<file path="src/design/activeList_consts.svh">
// **************************************************
// Active list constants
// Entry count, lane counts and payload field widths
// **************************************************

`ifndef ACTIVE_LIST_CONSTS_SVH
`define ACTIVE_LIST_CONSTS_SVH

// Queue depth
`define AL_ENTRY_NUM 16

// Lanes per cycle
`define AL_DISPATCH_WIDTH 2
`define AL_COMMIT_WIDTH 2
`define AL_WB_WIDTH 2

// Payload field widths
`define AL_PC_BITS 32
`define AL_REG_BITS 5
`define AL_CAUSE_BITS 4

`endif

</file>
<file path="src/design/activeListPkg.sv">
// **************************************************
// Active list package
// Vector types for tags, counts and payload fields
// Recovery state machine encoding
// **************************************************

`default_nettype none

`include "activeList_consts.svh"

package activeListPkg;

    // Entry index, doubles as the instruction tag
    typedef logic [$clog2(`AL_ENTRY_NUM)-1:0] alIndex;

    // Occupancy and credit amounts span 0..AL_ENTRY_NUM
    typedef logic [$clog2(`AL_ENTRY_NUM):0] alCount;

    // Lanes active in one cycle
    typedef logic [$clog2(`AL_COMMIT_WIDTH):0] laneCount;

    // Payload fields
    typedef logic [`AL_PC_BITS-1:0] pcAddr;
    typedef logic [`AL_REG_BITS-1:0] archReg;
    typedef logic [`AL_CAUSE_BITS-1:0] faultCause;

    // Normal retirement vs. walking back from the tail
    typedef enum logic {
        commitMode,
        flushWalk
    } recoveryState;

endpackage

`default_nettype wire

</file>
<file path="src/design/activeList.sv">
// **************************************************
// Active list top level
// Controller plus payload store, completion table
// and fault tracker
// **************************************************

`default_nettype none

`include "activeList_consts.svh"

module activeList (
    input  logic                     clk,
    input  logic                     reset,
    input  logic                     dispatchValid [`AL_DISPATCH_WIDTH],
    input  activeListPkg::pcAddr     dispatchPc [`AL_DISPATCH_WIDTH],
    input  activeListPkg::archReg    dispatchDest [`AL_DISPATCH_WIDTH],
    output activeListPkg::alIndex    dispatchTag [`AL_DISPATCH_WIDTH],
    input  logic                     wbValid [`AL_WB_WIDTH],
    input  activeListPkg::alIndex    wbTag [`AL_WB_WIDTH],
    input  logic                     wbFault [`AL_WB_WIDTH],
    input  activeListPkg::faultCause wbCause [`AL_WB_WIDTH],
    output logic                     commitValid [`AL_COMMIT_WIDTH],
    output activeListPkg::pcAddr     commitPc [`AL_COMMIT_WIDTH],
    output activeListPkg::archReg    commitDest [`AL_COMMIT_WIDTH],
    output logic                     flushValid [`AL_COMMIT_WIDTH],
    output activeListPkg::pcAddr     flushPc [`AL_COMMIT_WIDTH],
    output activeListPkg::archReg    flushDest [`AL_COMMIT_WIDTH],
    output logic                     faultValid,
    output activeListPkg::pcAddr     faultPc,
    output activeListPkg::faultCause faultCause,
    output activeListPkg::alCount    creditReturn,
    output logic                     recovering
);

    activeListPkg::alIndex head;
    activeListPkg::alIndex tail;
    activeListPkg::alIndex readTag [`AL_COMMIT_WIDTH];
    activeListPkg::alIndex pushTag [`AL_DISPATCH_WIDTH];
    logic headDone [`AL_COMMIT_WIDTH];
    logic faultPending;
    activeListPkg::alIndex faultTag;
    logic clearFault;
    activeListPkg::pcAddr readPc [`AL_COMMIT_WIDTH];
    activeListPkg::archReg readDest [`AL_COMMIT_WIDTH];
    activeListPkg::pcAddr wbPc [`AL_WB_WIDTH];

    activeListControl control (
        .clk(clk), .reset(reset), .dispatchValid(dispatchValid),
        .headDone(headDone), .faultPending(faultPending), .faultTag(faultTag),
        .head(head), .tail(tail), .readTag(readTag), .pushTag(pushTag),
        .commitValid(commitValid), .flushValid(flushValid),
        .faultValid(faultValid), .clearFault(clearFault),
        .creditReturn(creditReturn), .recovering(recovering)
    );

    entryStore payloadStore (
        .clk(clk), .pushValid(dispatchValid), .pushTag(pushTag),
        .pushPc(dispatchPc), .pushDest(dispatchDest),
        .readTag(readTag), .readPc(readPc), .readDest(readDest),
        .wbReadTag(wbTag), .wbPc(wbPc)
    );

    completionTable doneTable (
        .clk(clk), .reset(reset), .pushValid(dispatchValid), .pushTag(pushTag),
        .wbValid(wbValid), .wbTag(wbTag), .readTag(readTag), .headDone(headDone)
    );

    faultTracker faultRecord (
        .clk(clk), .reset(reset), .head(head),
        .wbValid(wbValid), .wbTag(wbTag), .wbFault(wbFault), .wbCause(wbCause),
        .wbPc(wbPc), .clearFault(clearFault),
        .faultPending(faultPending), .faultTag(faultTag),
        .faultCause(faultCause), .faultPc(faultPc)
    );

    // Lane i lands i slots past the tail
    always_comb begin
        for (int i = 0; i < `AL_DISPATCH_WIDTH; i++) begin
            dispatchTag[i] = tail + activeListPkg::alIndex'(i);
        end
    end

    // Same read ports feed commit and flush, the valids tell which
    always_comb begin
        for (int i = 0; i < `AL_COMMIT_WIDTH; i++) begin
            commitPc[i] = readPc[i];
            commitDest[i] = readDest[i];
            flushPc[i] = readPc[i];
            flushDest[i] = readDest[i];
        end
    end

endmodule

`default_nettype wire

</file>
<file path="src/design/activeListControl.sv">
// **************************************************
// Active list controller
// Head, tail and count pointers, commit/flush lanes,
// credit return and the recovery state machine
// **************************************************

`default_nettype none

`include "activeList_consts.svh"

module activeListControl (
    input  logic                   clk,
    input  logic                   reset,
    input  logic                   dispatchValid [`AL_DISPATCH_WIDTH],
    input  logic                   headDone [`AL_COMMIT_WIDTH],
    input  logic                   faultPending,
    input  activeListPkg::alIndex  faultTag,
    output activeListPkg::alIndex  head,
    output activeListPkg::alIndex  tail,
    output activeListPkg::alIndex  readTag [`AL_COMMIT_WIDTH],
    output activeListPkg::alIndex  pushTag [`AL_DISPATCH_WIDTH],
    output logic                   commitValid [`AL_COMMIT_WIDTH],
    output logic                   flushValid [`AL_COMMIT_WIDTH],
    output logic                   faultValid,
    output logic                   clearFault,
    output activeListPkg::alCount  creditReturn,
    output logic                   recovering
);

    activeListPkg::recoveryState state;
    activeListPkg::recoveryState stateNext;
    activeListPkg::alCount count;
    activeListPkg::laneCount pushNum;
    activeListPkg::laneCount popNum;
    logic faultAtHead;
    logic commitChain;

    // Tail slots for the pushed lanes, packed in lane order
    always_comb begin
        pushNum = '0;
        for (int i = 0; i < `AL_DISPATCH_WIDTH; i++) begin
            pushTag[i] = tail + activeListPkg::alIndex'(pushNum);
            if (dispatchValid[i]) begin
                pushNum = pushNum + 1'b1;
            end
        end
    end

    // Oldest entries while committing, youngest while walking back
    always_comb begin
        for (int i = 0; i < `AL_COMMIT_WIDTH; i++) begin
            if (state == activeListPkg::flushWalk) begin
                readTag[i] = tail - activeListPkg::alIndex'(i + 1);
            end else begin
                readTag[i] = head + activeListPkg::alIndex'(i);
            end
        end
    end

    always_comb begin
        faultAtHead = faultPending && (count != '0) && headDone[0] && (faultTag == head);
        commitChain = 1'b1;
        popNum = '0;
        faultValid = 1'b0;
        stateNext = state;
        for (int i = 0; i < `AL_COMMIT_WIDTH; i++) begin
            commitValid[i] = 1'b0;
            flushValid[i] = 1'b0;
        end

        if (state == activeListPkg::commitMode) begin
            if (faultAtHead) begin
                // Report alone, recovery starts next cycle
                faultValid = 1'b1;
                stateNext = activeListPkg::flushWalk;
            end else begin
                // In-order retirement, stops at the first lane that can't go
                for (int i = 0; i < `AL_COMMIT_WIDTH; i++) begin
                    commitChain = commitChain && (activeListPkg::alCount'(i) < count)
                        && headDone[i] && !(faultPending && (readTag[i] == faultTag));
                    commitValid[i] = commitChain;
                    if (commitChain) begin
                        popNum = popNum + 1'b1;
                    end
                end
            end
        end else begin
            for (int i = 0; i < `AL_COMMIT_WIDTH; i++) begin
                flushValid[i] = activeListPkg::alCount'(i) < count;
                if (flushValid[i]) begin
                    popNum = popNum + 1'b1;
                end
            end
            // Last entries leave this cycle
            if (count == activeListPkg::alCount'(popNum)) begin
                stateNext = activeListPkg::commitMode;
            end
        end
    end

    assign clearFault = faultValid;
    assign recovering = (state == activeListPkg::flushWalk);
    assign creditReturn = activeListPkg::alCount'(popNum);

    always_ff @(posedge clk) begin
        if (reset) begin
            state <= activeListPkg::commitMode;
            head <= '0;
            tail <= '0;
            count <= '0;
        end else begin
            state <= stateNext;
            count <= count + activeListPkg::alCount'(pushNum)
                - activeListPkg::alCount'(popNum);
            if (state == activeListPkg::flushWalk) begin
                // Walk back, no dispatch during recovery
                tail <= tail - activeListPkg::alIndex'(popNum);
            end else begin
                head <= head + activeListPkg::alIndex'(popNum);
                tail <= tail + activeListPkg::alIndex'(pushNum);
            end
        end
    end

endmodule

`default_nettype wire

</file>
<file path="src/design/completionTable.sv">
// **************************************************
// Completion table
// One done bit per entry, cleared at dispatch and
// set at writeback
// **************************************************

`default_nettype none

`include "activeList_consts.svh"

module completionTable (
    input  logic                   clk,
    input  logic                   reset,
    input  logic                   pushValid [`AL_DISPATCH_WIDTH],
    input  activeListPkg::alIndex  pushTag [`AL_DISPATCH_WIDTH],
    input  logic                   wbValid [`AL_WB_WIDTH],
    input  activeListPkg::alIndex  wbTag [`AL_WB_WIDTH],
    input  activeListPkg::alIndex  readTag [`AL_COMMIT_WIDTH],
    output logic                   headDone [`AL_COMMIT_WIDTH]
);

    logic [`AL_ENTRY_NUM-1:0] doneBits;

    always_ff @(posedge clk) begin
        if (reset) begin
            doneBits <= '0;
        end else begin
            // Fresh entries start unfinished
            for (int i = 0; i < `AL_DISPATCH_WIDTH; i++) begin
                if (pushValid[i]) begin
                    doneBits[pushTag[i]] <= 1'b0;
                end
            end
            // Faulting results count as done too
            for (int i = 0; i < `AL_WB_WIDTH; i++) begin
                if (wbValid[i]) begin
                    doneBits[wbTag[i]] <= 1'b1;
                end
            end
        end
    end

    always_comb begin
        for (int i = 0; i < `AL_COMMIT_WIDTH; i++) begin
            headDone[i] = doneBits[readTag[i]];
        end
    end

endmodule

`default_nettype wire

</file>
<file path="src/design/entryStore.sv">
// **************************************************
// Entry payload store
// PC and destination register per entry,
// written at dispatch, read at head/tail and wb tag
// **************************************************

`default_nettype none

`include "activeList_consts.svh"

module entryStore (
    input  logic                   clk,
    input  logic                   pushValid [`AL_DISPATCH_WIDTH],
    input  activeListPkg::alIndex  pushTag [`AL_DISPATCH_WIDTH],
    input  activeListPkg::pcAddr   pushPc [`AL_DISPATCH_WIDTH],
    input  activeListPkg::archReg  pushDest [`AL_DISPATCH_WIDTH],
    input  activeListPkg::alIndex  readTag [`AL_COMMIT_WIDTH],
    output activeListPkg::pcAddr   readPc [`AL_COMMIT_WIDTH],
    output activeListPkg::archReg  readDest [`AL_COMMIT_WIDTH],
    input  activeListPkg::alIndex  wbReadTag [`AL_WB_WIDTH],
    output activeListPkg::pcAddr   wbPc [`AL_WB_WIDTH]
);

    activeListPkg::pcAddr pcMem [`AL_ENTRY_NUM];
    activeListPkg::archReg destMem [`AL_ENTRY_NUM];

    // Dispatch lanes always target distinct slots
    always_ff @(posedge clk) begin
        for (int i = 0; i < `AL_DISPATCH_WIDTH; i++) begin
            if (pushValid[i]) begin
                pcMem[pushTag[i]] <= pushPc[i];
                destMem[pushTag[i]] <= pushDest[i];
            end
        end
    end

    // Asynchronous reads for commit and flush
    always_comb begin
        for (int i = 0; i < `AL_COMMIT_WIDTH; i++) begin
            readPc[i] = pcMem[readTag[i]];
            readDest[i] = destMem[readTag[i]];
        end
    end

    // PC of the writeback entry, for the fault record
    always_comb begin
        for (int i = 0; i < `AL_WB_WIDTH; i++) begin
            wbPc[i] = pcMem[wbReadTag[i]];
        end
    end

endmodule

`default_nettype wire

</file>
<file path="src/design/faultTracker.sv">
// **************************************************
// Fault tracker
// Keeps the oldest faulting entry, aged against head
// **************************************************

`default_nettype none

`include "activeList_consts.svh"

module faultTracker (
    input  logic                     clk,
    input  logic                     reset,
    input  activeListPkg::alIndex    head,
    input  logic                     wbValid [`AL_WB_WIDTH],
    input  activeListPkg::alIndex    wbTag [`AL_WB_WIDTH],
    input  logic                     wbFault [`AL_WB_WIDTH],
    input  activeListPkg::faultCause wbCause [`AL_WB_WIDTH],
    input  activeListPkg::pcAddr     wbPc [`AL_WB_WIDTH],
    input  logic                     clearFault,
    output logic                     faultPending,
    output activeListPkg::alIndex    faultTag,
    output activeListPkg::faultCause faultCause,
    output activeListPkg::pcAddr     faultPc
);

    logic recValid;
    activeListPkg::alIndex recTag;
    activeListPkg::faultCause recCause;
    activeListPkg::pcAddr recPc;

    logic nextValid;
    activeListPkg::alIndex nextTag;
    activeListPkg::faultCause nextCause;
    activeListPkg::pcAddr nextPc;

    // Distance from head, wraps mod entry count
    activeListPkg::alIndex oldestAge;
    activeListPkg::alIndex laneAge [`AL_WB_WIDTH];

    always_comb begin
        nextValid = recValid;
        nextTag = recTag;
        nextCause = recCause;
        nextPc = recPc;
        oldestAge = recTag - head;
        for (int i = 0; i < `AL_WB_WIDTH; i++) begin
            laneAge[i] = wbTag[i] - head;
            // Younger lanes also compete against an earlier lane's fault
            if (wbValid[i] && wbFault[i] && (!nextValid || laneAge[i] < oldestAge)) begin
                nextValid = 1'b1;
                nextTag = wbTag[i];
                nextCause = wbCause[i];
                nextPc = wbPc[i];
                oldestAge = laneAge[i];
            end
        end
    end

    // Recovery flushes everything younger, so new faults are dropped too
    always_ff @(posedge clk) begin
        if (reset || clearFault) begin
            recValid <= 1'b0;
        end else begin
            recValid <= nextValid;
        end
    end

    always_ff @(posedge clk) begin
        recTag <= nextTag;
        recCause <= nextCause;
        recPc <= nextPc;
    end

    assign faultPending = recValid;
    assign faultTag = recTag;
    assign faultCause = recCause;
    assign faultPc = recPc;

endmodule

`default_nettype wire

</file>
<file path="config.mk">
export PLATFORM = sky130hd
export DESIGN_NAME = activeList
export DESIGN_NICKNAME = d
export VERILOG_FILES = /design/src/design/activeListPkg.sv /design/src/design/activeList.sv /design/src/design/activeListControl.sv /design/src/design/completionTable.sv /design/src/design/entryStore.sv /design/src/design/faultTracker.sv
export VERILOG_INCLUDE_DIRS = /design/src /design/src/design
export SDC_FILE = /design/constraint.sdc
export NUM_CORES = 2
export LEC_CHECK = 0
export ABC_CLOCK_PERIOD_IN_PS = 5700
export BUFFER_PORTS_ARGS = -buffer_cell sky130_fd_sc_hd__buf_2
export CAP_MARGIN = 20
export CORE_MARGIN = 1
export CORE_UTILIZATION = 35
export DETAILED_ROUTE_END_ITERATION = 8
export PLACE_DENSITY = 0.55
export SLEW_MARGIN = 20
export SYNTH_ARGS = -nofsm -noshare
export SYNTH_HDL_FRONTEND = slang
export SYNTH_HIERARCHICAL = 1
export SYNTH_SLANG_ARGS = --single-unit
export TNS_END_PERCENT = 100
</file>
<file path="constraint.sdc">
create_clock -name clk -period 5.7 [get_ports clk]
set_input_delay 1.425 -clock clk [delete_from_list [all_inputs] [get_ports clk]]
set_output_delay 1.425 -clock clk [all_outputs]
set_load 0.05 [all_outputs]
</file>
Word level (Yosys, flattened, before mapping):

Memories as Yosys holds them, arrays and structs flattened.
Index checks and enable logic that the tools add are counted.

* latch bits: 0
* bits in read-only memories: 0
* memories: 2
* register bits: 71
* memory bits (writable): 592

* muxes and demuxes: 54
* $add $sub $neg: 16
* equal/unequal tests: 4
* bitwise operators: 6
* shifts and indexed selects: 0
* reduce and logical (&&, ||, !) cells: 27
* multipliers: 0
* $lt $le $gt $ge: 14
* divide/modulo/power cells: 0

Memory list
* payloadStore.pcMem: depth 16, width 32, read ports 4, clocked after memory_dff 0, wr ports 2, RTL line entryStore.sv:24 `` activeListPkg::pcAddr pcMem [`AL_ENTRY_NUM]; ``
* payloadStore.destMem: depth 16, width 5, read ports 2, clocked after memory_dff 0, wr ports 2, RTL line entryStore.sv:25 `` activeListPkg::archReg destMem [`AL_ENTRY_NUM]; ``

Operators by type and width (count)
* two-way mux 16 bit: 7
* two-way mux 32 bit: 2
* AND 16 bit: 2
* two-way mux 4 bit: 8
* inverter 16 bit: 2
* OR 16 bit: 2
* < comparator 4 x 5 -> 1 bit, second input constant: 6
* two-way mux 2 bit: 12
* two-way mux 1 bit: 19
* logical AND 1 bit: 18
* demux 1 bit (select 4 bit): 4
* >= comparator 4 x 1 -> 1 bit, second input constant: 4
* equality test 4 bit: 3
* subtractor 4 bit: 3
* < comparator 1 x 5 -> 1 bit, first input constant: 2
* adder 4 x 1 -> 4 bit, second input constant: 2
* adder 4 x 2 -> 4 bit: 2
* binary-select mux 1 bit (select 4 bit): 2
* < comparator 4 bit: 2
* adder 5 x 2 -> 5 bit: 1
* equality test 5 x 2 -> 1 bit: 1
* nonzero test 5 bit: 1
* subtractor 5 x 2 -> 5 bit: 1
* adder 2 x 1 -> 2 bit, second input constant: 2
* 8 further kinds: 13

Depth between registers and ports, before layout:

* depth after elaboration: 16
* depth in mapped cells: 23

Hierarchy:

Netlist, hierarchy kept.

Modules (own cells, without submodules)
* entryStore: cells an instance 2527, area each 41224.5 um^2, instances 1
* faultTracker: cells an instance 155, area each 2268.4 um^2, instances 1
* activeListControl: cells an instance 186, area each 1581.5 um^2, instances 1
* completionTable: cells an instance 132, area each 1198.6 um^2, instances 1
* activeList: cells an instance 79, area each 599.3 um^2, instances 1

Least setup slack after synthesis:

Ideal clock, no wire load.

* kind: input port to flip-flop
* start point: input port wbTag[4] (netlist name)
* end point: register faultRecord.recCause[0] (netlist: faultRecord/faultCause[0]), enable pin
* required time: 5.320 ns
* slack: 0.434 ns
* cell stages on the path: 15
* arrival time: 4.886 ns
* buffers on the path: 1
* cell sequence: inv_1 > ha_1 > inv_1 > fa_1 > ha_1 > o211ai_1 > o21ai_1 > a21oi_1 > mux2i_1 > ha_1 > a21oi_1 > a21oi_1 > a311oi_2 > buf_4 > or2_2

* word-level cells in the longest chain between the ends: 9
* elaborated cells between the ends (all ways): 11
* classes of those cells: 1 x add/sub; 2 x order compare; 2 x mux; 6 x reduce/logical

RTL lines
* start, declared: RTL line activeList.sv:19 `` input activeListPkg::alIndex wbTag [`AL_WB_WIDTH], ``
* subtractor 4 bit *: RTL line faultTracker.sv:47 `laneAge[i] = wbTag[i] - head;`
* < comparator 4 bit: RTL line faultTracker.sv:49 `if (wbValid[i] && wbFault[i] && (!nextValid || laneAge[i] < oldestAge)) begin`
* logical OR 1 bit: RTL line faultTracker.sv:49
* logical AND 1 bit: RTL line faultTracker.sv:49
* two-way mux 4 bit / two-way mux 1 bit (equally long branches): RTL line faultTracker.sv:49
* < comparator 4 bit / logical NOT 1 bit (equally long branches): RTL line faultTracker.sv:49
* logical OR 1 bit: RTL line faultTracker.sv:49
* logical AND 1 bit: RTL line faultTracker.sv:49
* nonzero test 2 bit (no line) *
* end signal, assigned: RTL line faultTracker.sv:70 `recCause <= nextCause;`
* end, declared: RTL line faultTracker.sv:28 `activeListPkg::faultCause recCause;`

Every way passes the cells marked *; elsewhere a longest branch is shown, timed or not.
A chain may end at the register's enable or synchronous reset.

==> summary.md <==
| Metric | Value |
|---|---|
| Max Cap Violations | `0` |
| Hpwl dp | `99500 um` |
| Root Buffer | `clkbuf_16` |
| Cts bufs inserted | `approximately 80` |
| Worst setup path startpoint | `control/head[0]$_SDFFE_PP0N_` |
| Syn Area/Cell | `15.2 um2` |
| Initial antenna violation count | `25` |
| Mapped Cells | `a little over 3000` |
| Peak supply drop | `about 0.24 mV` |
| Average wire per standard cell | `roughly 35 um` |
| I/O pin total | `around 300` |
| Routed WL | `between 150000 and 200000 um` |
| Post-synth EDFFs | `~630` |
| Router iterations before antenna repair | `7` |
| GP Congestion | `0.833` |
| First-pass GRT wire length | `roughly 240000 um` |
| Status | `finished, final reports clean` |
| Mux contribution to synthesized area | `around 42%` |
| Slew Viols, Final | `0` |
| Reg2Reg Capture Point | `faultRecord/faultPc[27]$_DFFE_PP_` |
| P per Cell Area | `344 nW/um2` |
| Crit-path cells | `nor2_2 -> nor2_4 -> buf_12 -> mux4_2 -> a22oi_1 -> nand2_1 -> buf_2` |
| Pin count of the biggest net entering global routing | `between 90 and 100` |
| Antenna Nets Post-Route | `0` |
| Slowest CP cell | `buf_12` |
| Synthesized-area fraction occupied by adder cells | `~1.3%` |
| Rel. slew slack | `19.7%` |
| Clk buf depth | `3` |
| Starting Density | `35.5%` |
| CP Data Arrival Time | `~4.0 ns` |
| P_leak | `about 0.017 uW` |
| Total gr overflow | `0` |
| Drt initial violations | `4232` |
| Min Tclk post-route | `about 5.5 ns` |
| TritonCTS clock tree | `done` |
| Vias after detailed routing | `between 30000 and 40000` |
| WP buf/inv | `2` |
| Worst Setup End Kind | `output pin` |
| Reg2reg setup slack | `~1.0 ns` |
| Total GRT Usage | `about 25%` |
| H-tree lvl count | `3` |
| Register clock-pin slew on the reported worst setup and hold paths | `about 0.06 ns` |
| Worst setup SP type | `flop` |
| # rows | `between 100 and 150` |
| PortBufs | `297` |
| CP top delay family | `buffers and inverters` |
| Critical Path RT | `4.28 ns` |
| Yosys reg bits | `approximately 660` |
| CTS Sinks | `roughly 660` |
| Worst hold path class | `flop to flop` |
| Sequential fraction of the synthesis area | `41.8%` |
| Worst Setup EP | `commitPc[34]` |
| Unrepaired setup endpoints after global routing | `false` |
| Fin nets | `3314` |
| Fin crit share | `between 90% and 100%` |
| Number of remaining DRC errors | `0` |
| Hold buffers post-CTS | `0` |
| Post-CTS Setup Repair Bufs | `0` |
| Number of fill cells | `between 10000 and 15000` |
| R2r startpoint | `control/head[1]$_SDFFE_PP0N_` |
| F_max | `around 180 MHz` |
| WP depth | `7` |
| Layout cells sized above 1 | `around 53%` |
| Synth Area in Compound Gates | `just under 6%` |
| # setup viols final | `0` |
| CTS resizes | `0` |
| Post-synth top flop | `edfxtp_1` |
| DR vias/cell | `between 6 and 7` |
| Setup tns final | `0 ns` |
| Clk Latency, worst-skew pair | `roughly 0.70 ns` |
| Area growth, synth to finish | `13.0%` |
| Core area | `132000 um2` |
| Largest family of logic cells by synthesized area | `multiplexers` |
| Cell area after synthesis | `46900 um2` |
| Hold Vio Cnt, Final | `0` |
| Yosys cell types | `67` |
| Worst Setup Path Type | `flop to output pin` |
| Die Width | `368 um` |
| Async SR Flop Fraction | `0%` |
| Post-synthesis simple-gate area fraction | `3.29%` |
| CP max FO | `between 90 and 100` |
| Cell count of the worst reg-to-reg path | `19` |
| Xor/xnor share of the synthesized area | `less than 1%` |
| Min Hold Slack | `slightly below 0.5 ns` |
| Slew @ Worst Pin | `about 1.2 ns` |
| Final Core Density | `between 40% and 50%` |
| Die ar. | `between 100000 and 150000 um2` |
| Die Span Y | `between 300 and 400 um` |
| Final Skew | `between 0.03 and 0.04 ns` |
| Max incr delay on CP | `0.62 ns` |
| Vias in the first global route | `about 31000` |
| Ys Warns | `6` |
## final cells by class
cell class	instances	area (um2)	share of cell area, %
Sequential cell	663	19600	37.0
Clock buffer	101	2190	4.13
Multi-Input combinational cell	1975	25500	48.3
Timing Repair Buffer	415	2830	5.34
Clock inverter	42	434	0.820
Inverter	35	139	0.262
Antenna cell	6	15.0	0.0284
Tap cell	1755	2200	4.15
## worst min-delay path, delay by kind of cell (launching register included)
kind	cells	cell delay, ns
flip-flops	1	0.32
AND/OR/NAND/NOR	1	0.07
AO/OA/AOI/OAI	1	0.06
## cell families (layout without fill, tap and decap cells)
| group | after synthesis | after routing |
|---|---|---|
| multiplexers | 1202 | 1202 |
| AND/OR/NAND/NOR | 316 | 316 |
| AO/OA/AOI/OAI | 372 | 372 |
| XOR/XNOR | 37 | 37 |
| flip-flops | 663 | 663 |
| buffers and inverters | 443 | 593 |
| adder cells (fa/ha/maj) | 45 | 45 |
| other | 1 | 9 |
## Yosys cell counts (10+ instances only)
cell type  count  share of area, %
buf_1         23              0.18
nor2_2        11              0.15
a22oi_1      281               4.5
nand3_1       25              0.27
clkbuf_1     184               1.5
xnor2_1       24              0.45
nor2_1        46              0.37
dfxtp_1       31               1.3
a21oi_1       24              0.26
nand2_1      158               1.3
o21ai_0       12              0.13
o22ai_1       10              0.13
nor2b_1       23              0.31
mux2_2       550                13
buf_4         89               1.4
inv_1         34              0.27
mux2_1        82               2.0
buf_2        107               1.1
ha_1          39               1.0
edfxtp_1     632                40
xor2_1        12              0.22
mux4_2       552                27
## report_power, final
group	leakage, uW	internal, uW	switching (uW)	total, uW
clock	0.00128	3110	2170	5290
sequential	0.00602	6090	400	6490
combinational	0.0101	2330	4100	6430
total	0.0174	11500	6670	18200
## sequential cells by signal, summed over array words and instances (netlist names)
signal,flops
payloadStore/destMem,80
control/head,4
doneTable/doneBits,16
faultRecord/faultPc,32
control/count,5
faultRecord/faultTag,4
control/recovering,1
payloadStore/pcMem,512
faultRecord/faultPending,1
control/tail,4
faultRecord/faultCause,4
## worst min-delay path by stage
| stage | from | to | slack, ns | depth (start not counted) |
|---|---|---|---|---|
| after CTS | doneTable/doneBits[14]$_SDFF_PP0_ | doneTable/doneBits[14]$_SDFF_PP0_ | 0.49 | 2 |
| after global routing | doneTable/doneBits[12]$_SDFF_PP0_ | doneTable/doneBits[12]$_SDFF_PP0_ | 0.52 | 2 |
| after global placement | doneTable/doneBits[14]$_SDFF_PP0_ | doneTable/doneBits[14]$_SDFF_PP0_ | 0.47 | 2 |
| after detailed placement | doneTable/doneBits[14]$_SDFF_PP0_ | doneTable/doneBits[14]$_SDFF_PP0_ | 0.48 | 2 |
| final | doneTable/doneBits[14]$_SDFF_PP0_ | doneTable/doneBits[14]$_SDFF_PP0_ | 0.49 | 2 |
| after floorplan | doneTable/doneBits[13]$_SDFF_PP0_ | doneTable/doneBits[13]$_SDFF_PP0_ | 0.45 | 2 |
## layout by cell type (no fill, tap or decap), types with 5 or more instances in the layout
cell type and instances:
o22ai_4 9, clkinv_1 17, mux2_1 82, ha_1 39, nand3_1 25, a32oi_1 9, dfxtp_1 31, clkbuf_16 85
nor2_4 14, nand2b_1 6, inv_1 33, a22oi_1 281, nor2b_4 9, mux2i_1 8, nand2_1 157, buf_12 32
bufinv_16 9, xor2_1 12, a21o_1 5, nor2b_1 14, a222oi_1 9, mux2_2 549, o21ai_4 6, buf_2 293
diode_2 6, mux4_1 8, clkinv_2 10, nor3b_1 6, fa_1 6, a21oi_1 24, mux4_2 552, clkbuf_1 16
o21ai_0 6, edfxtp_1 632, xnor2_1 24, nor2_1 41, buf_4 85
## per-layer routing
metal,wire [um],GRT usage [%]
met4,5100,7.84
met3,18500,5.92
met5,97,0
met2,79600,38.9
met1,70600,34.9
## per-stage QoR
stage               cells  total power (uW)  setup slack, ns  cell area [um2]
global placement     4842             12900            0.273            50300
floorplan            3081             11200            0.434            46900
detailed placement   4843             13000            0.299            50300
global route         4987             18800           0.0305            52900
CTS                  4986             18300            0.191            52900
finish               4992             18200            0.238            52900
No activity file was read; power rests on OpenSTA's default activity.
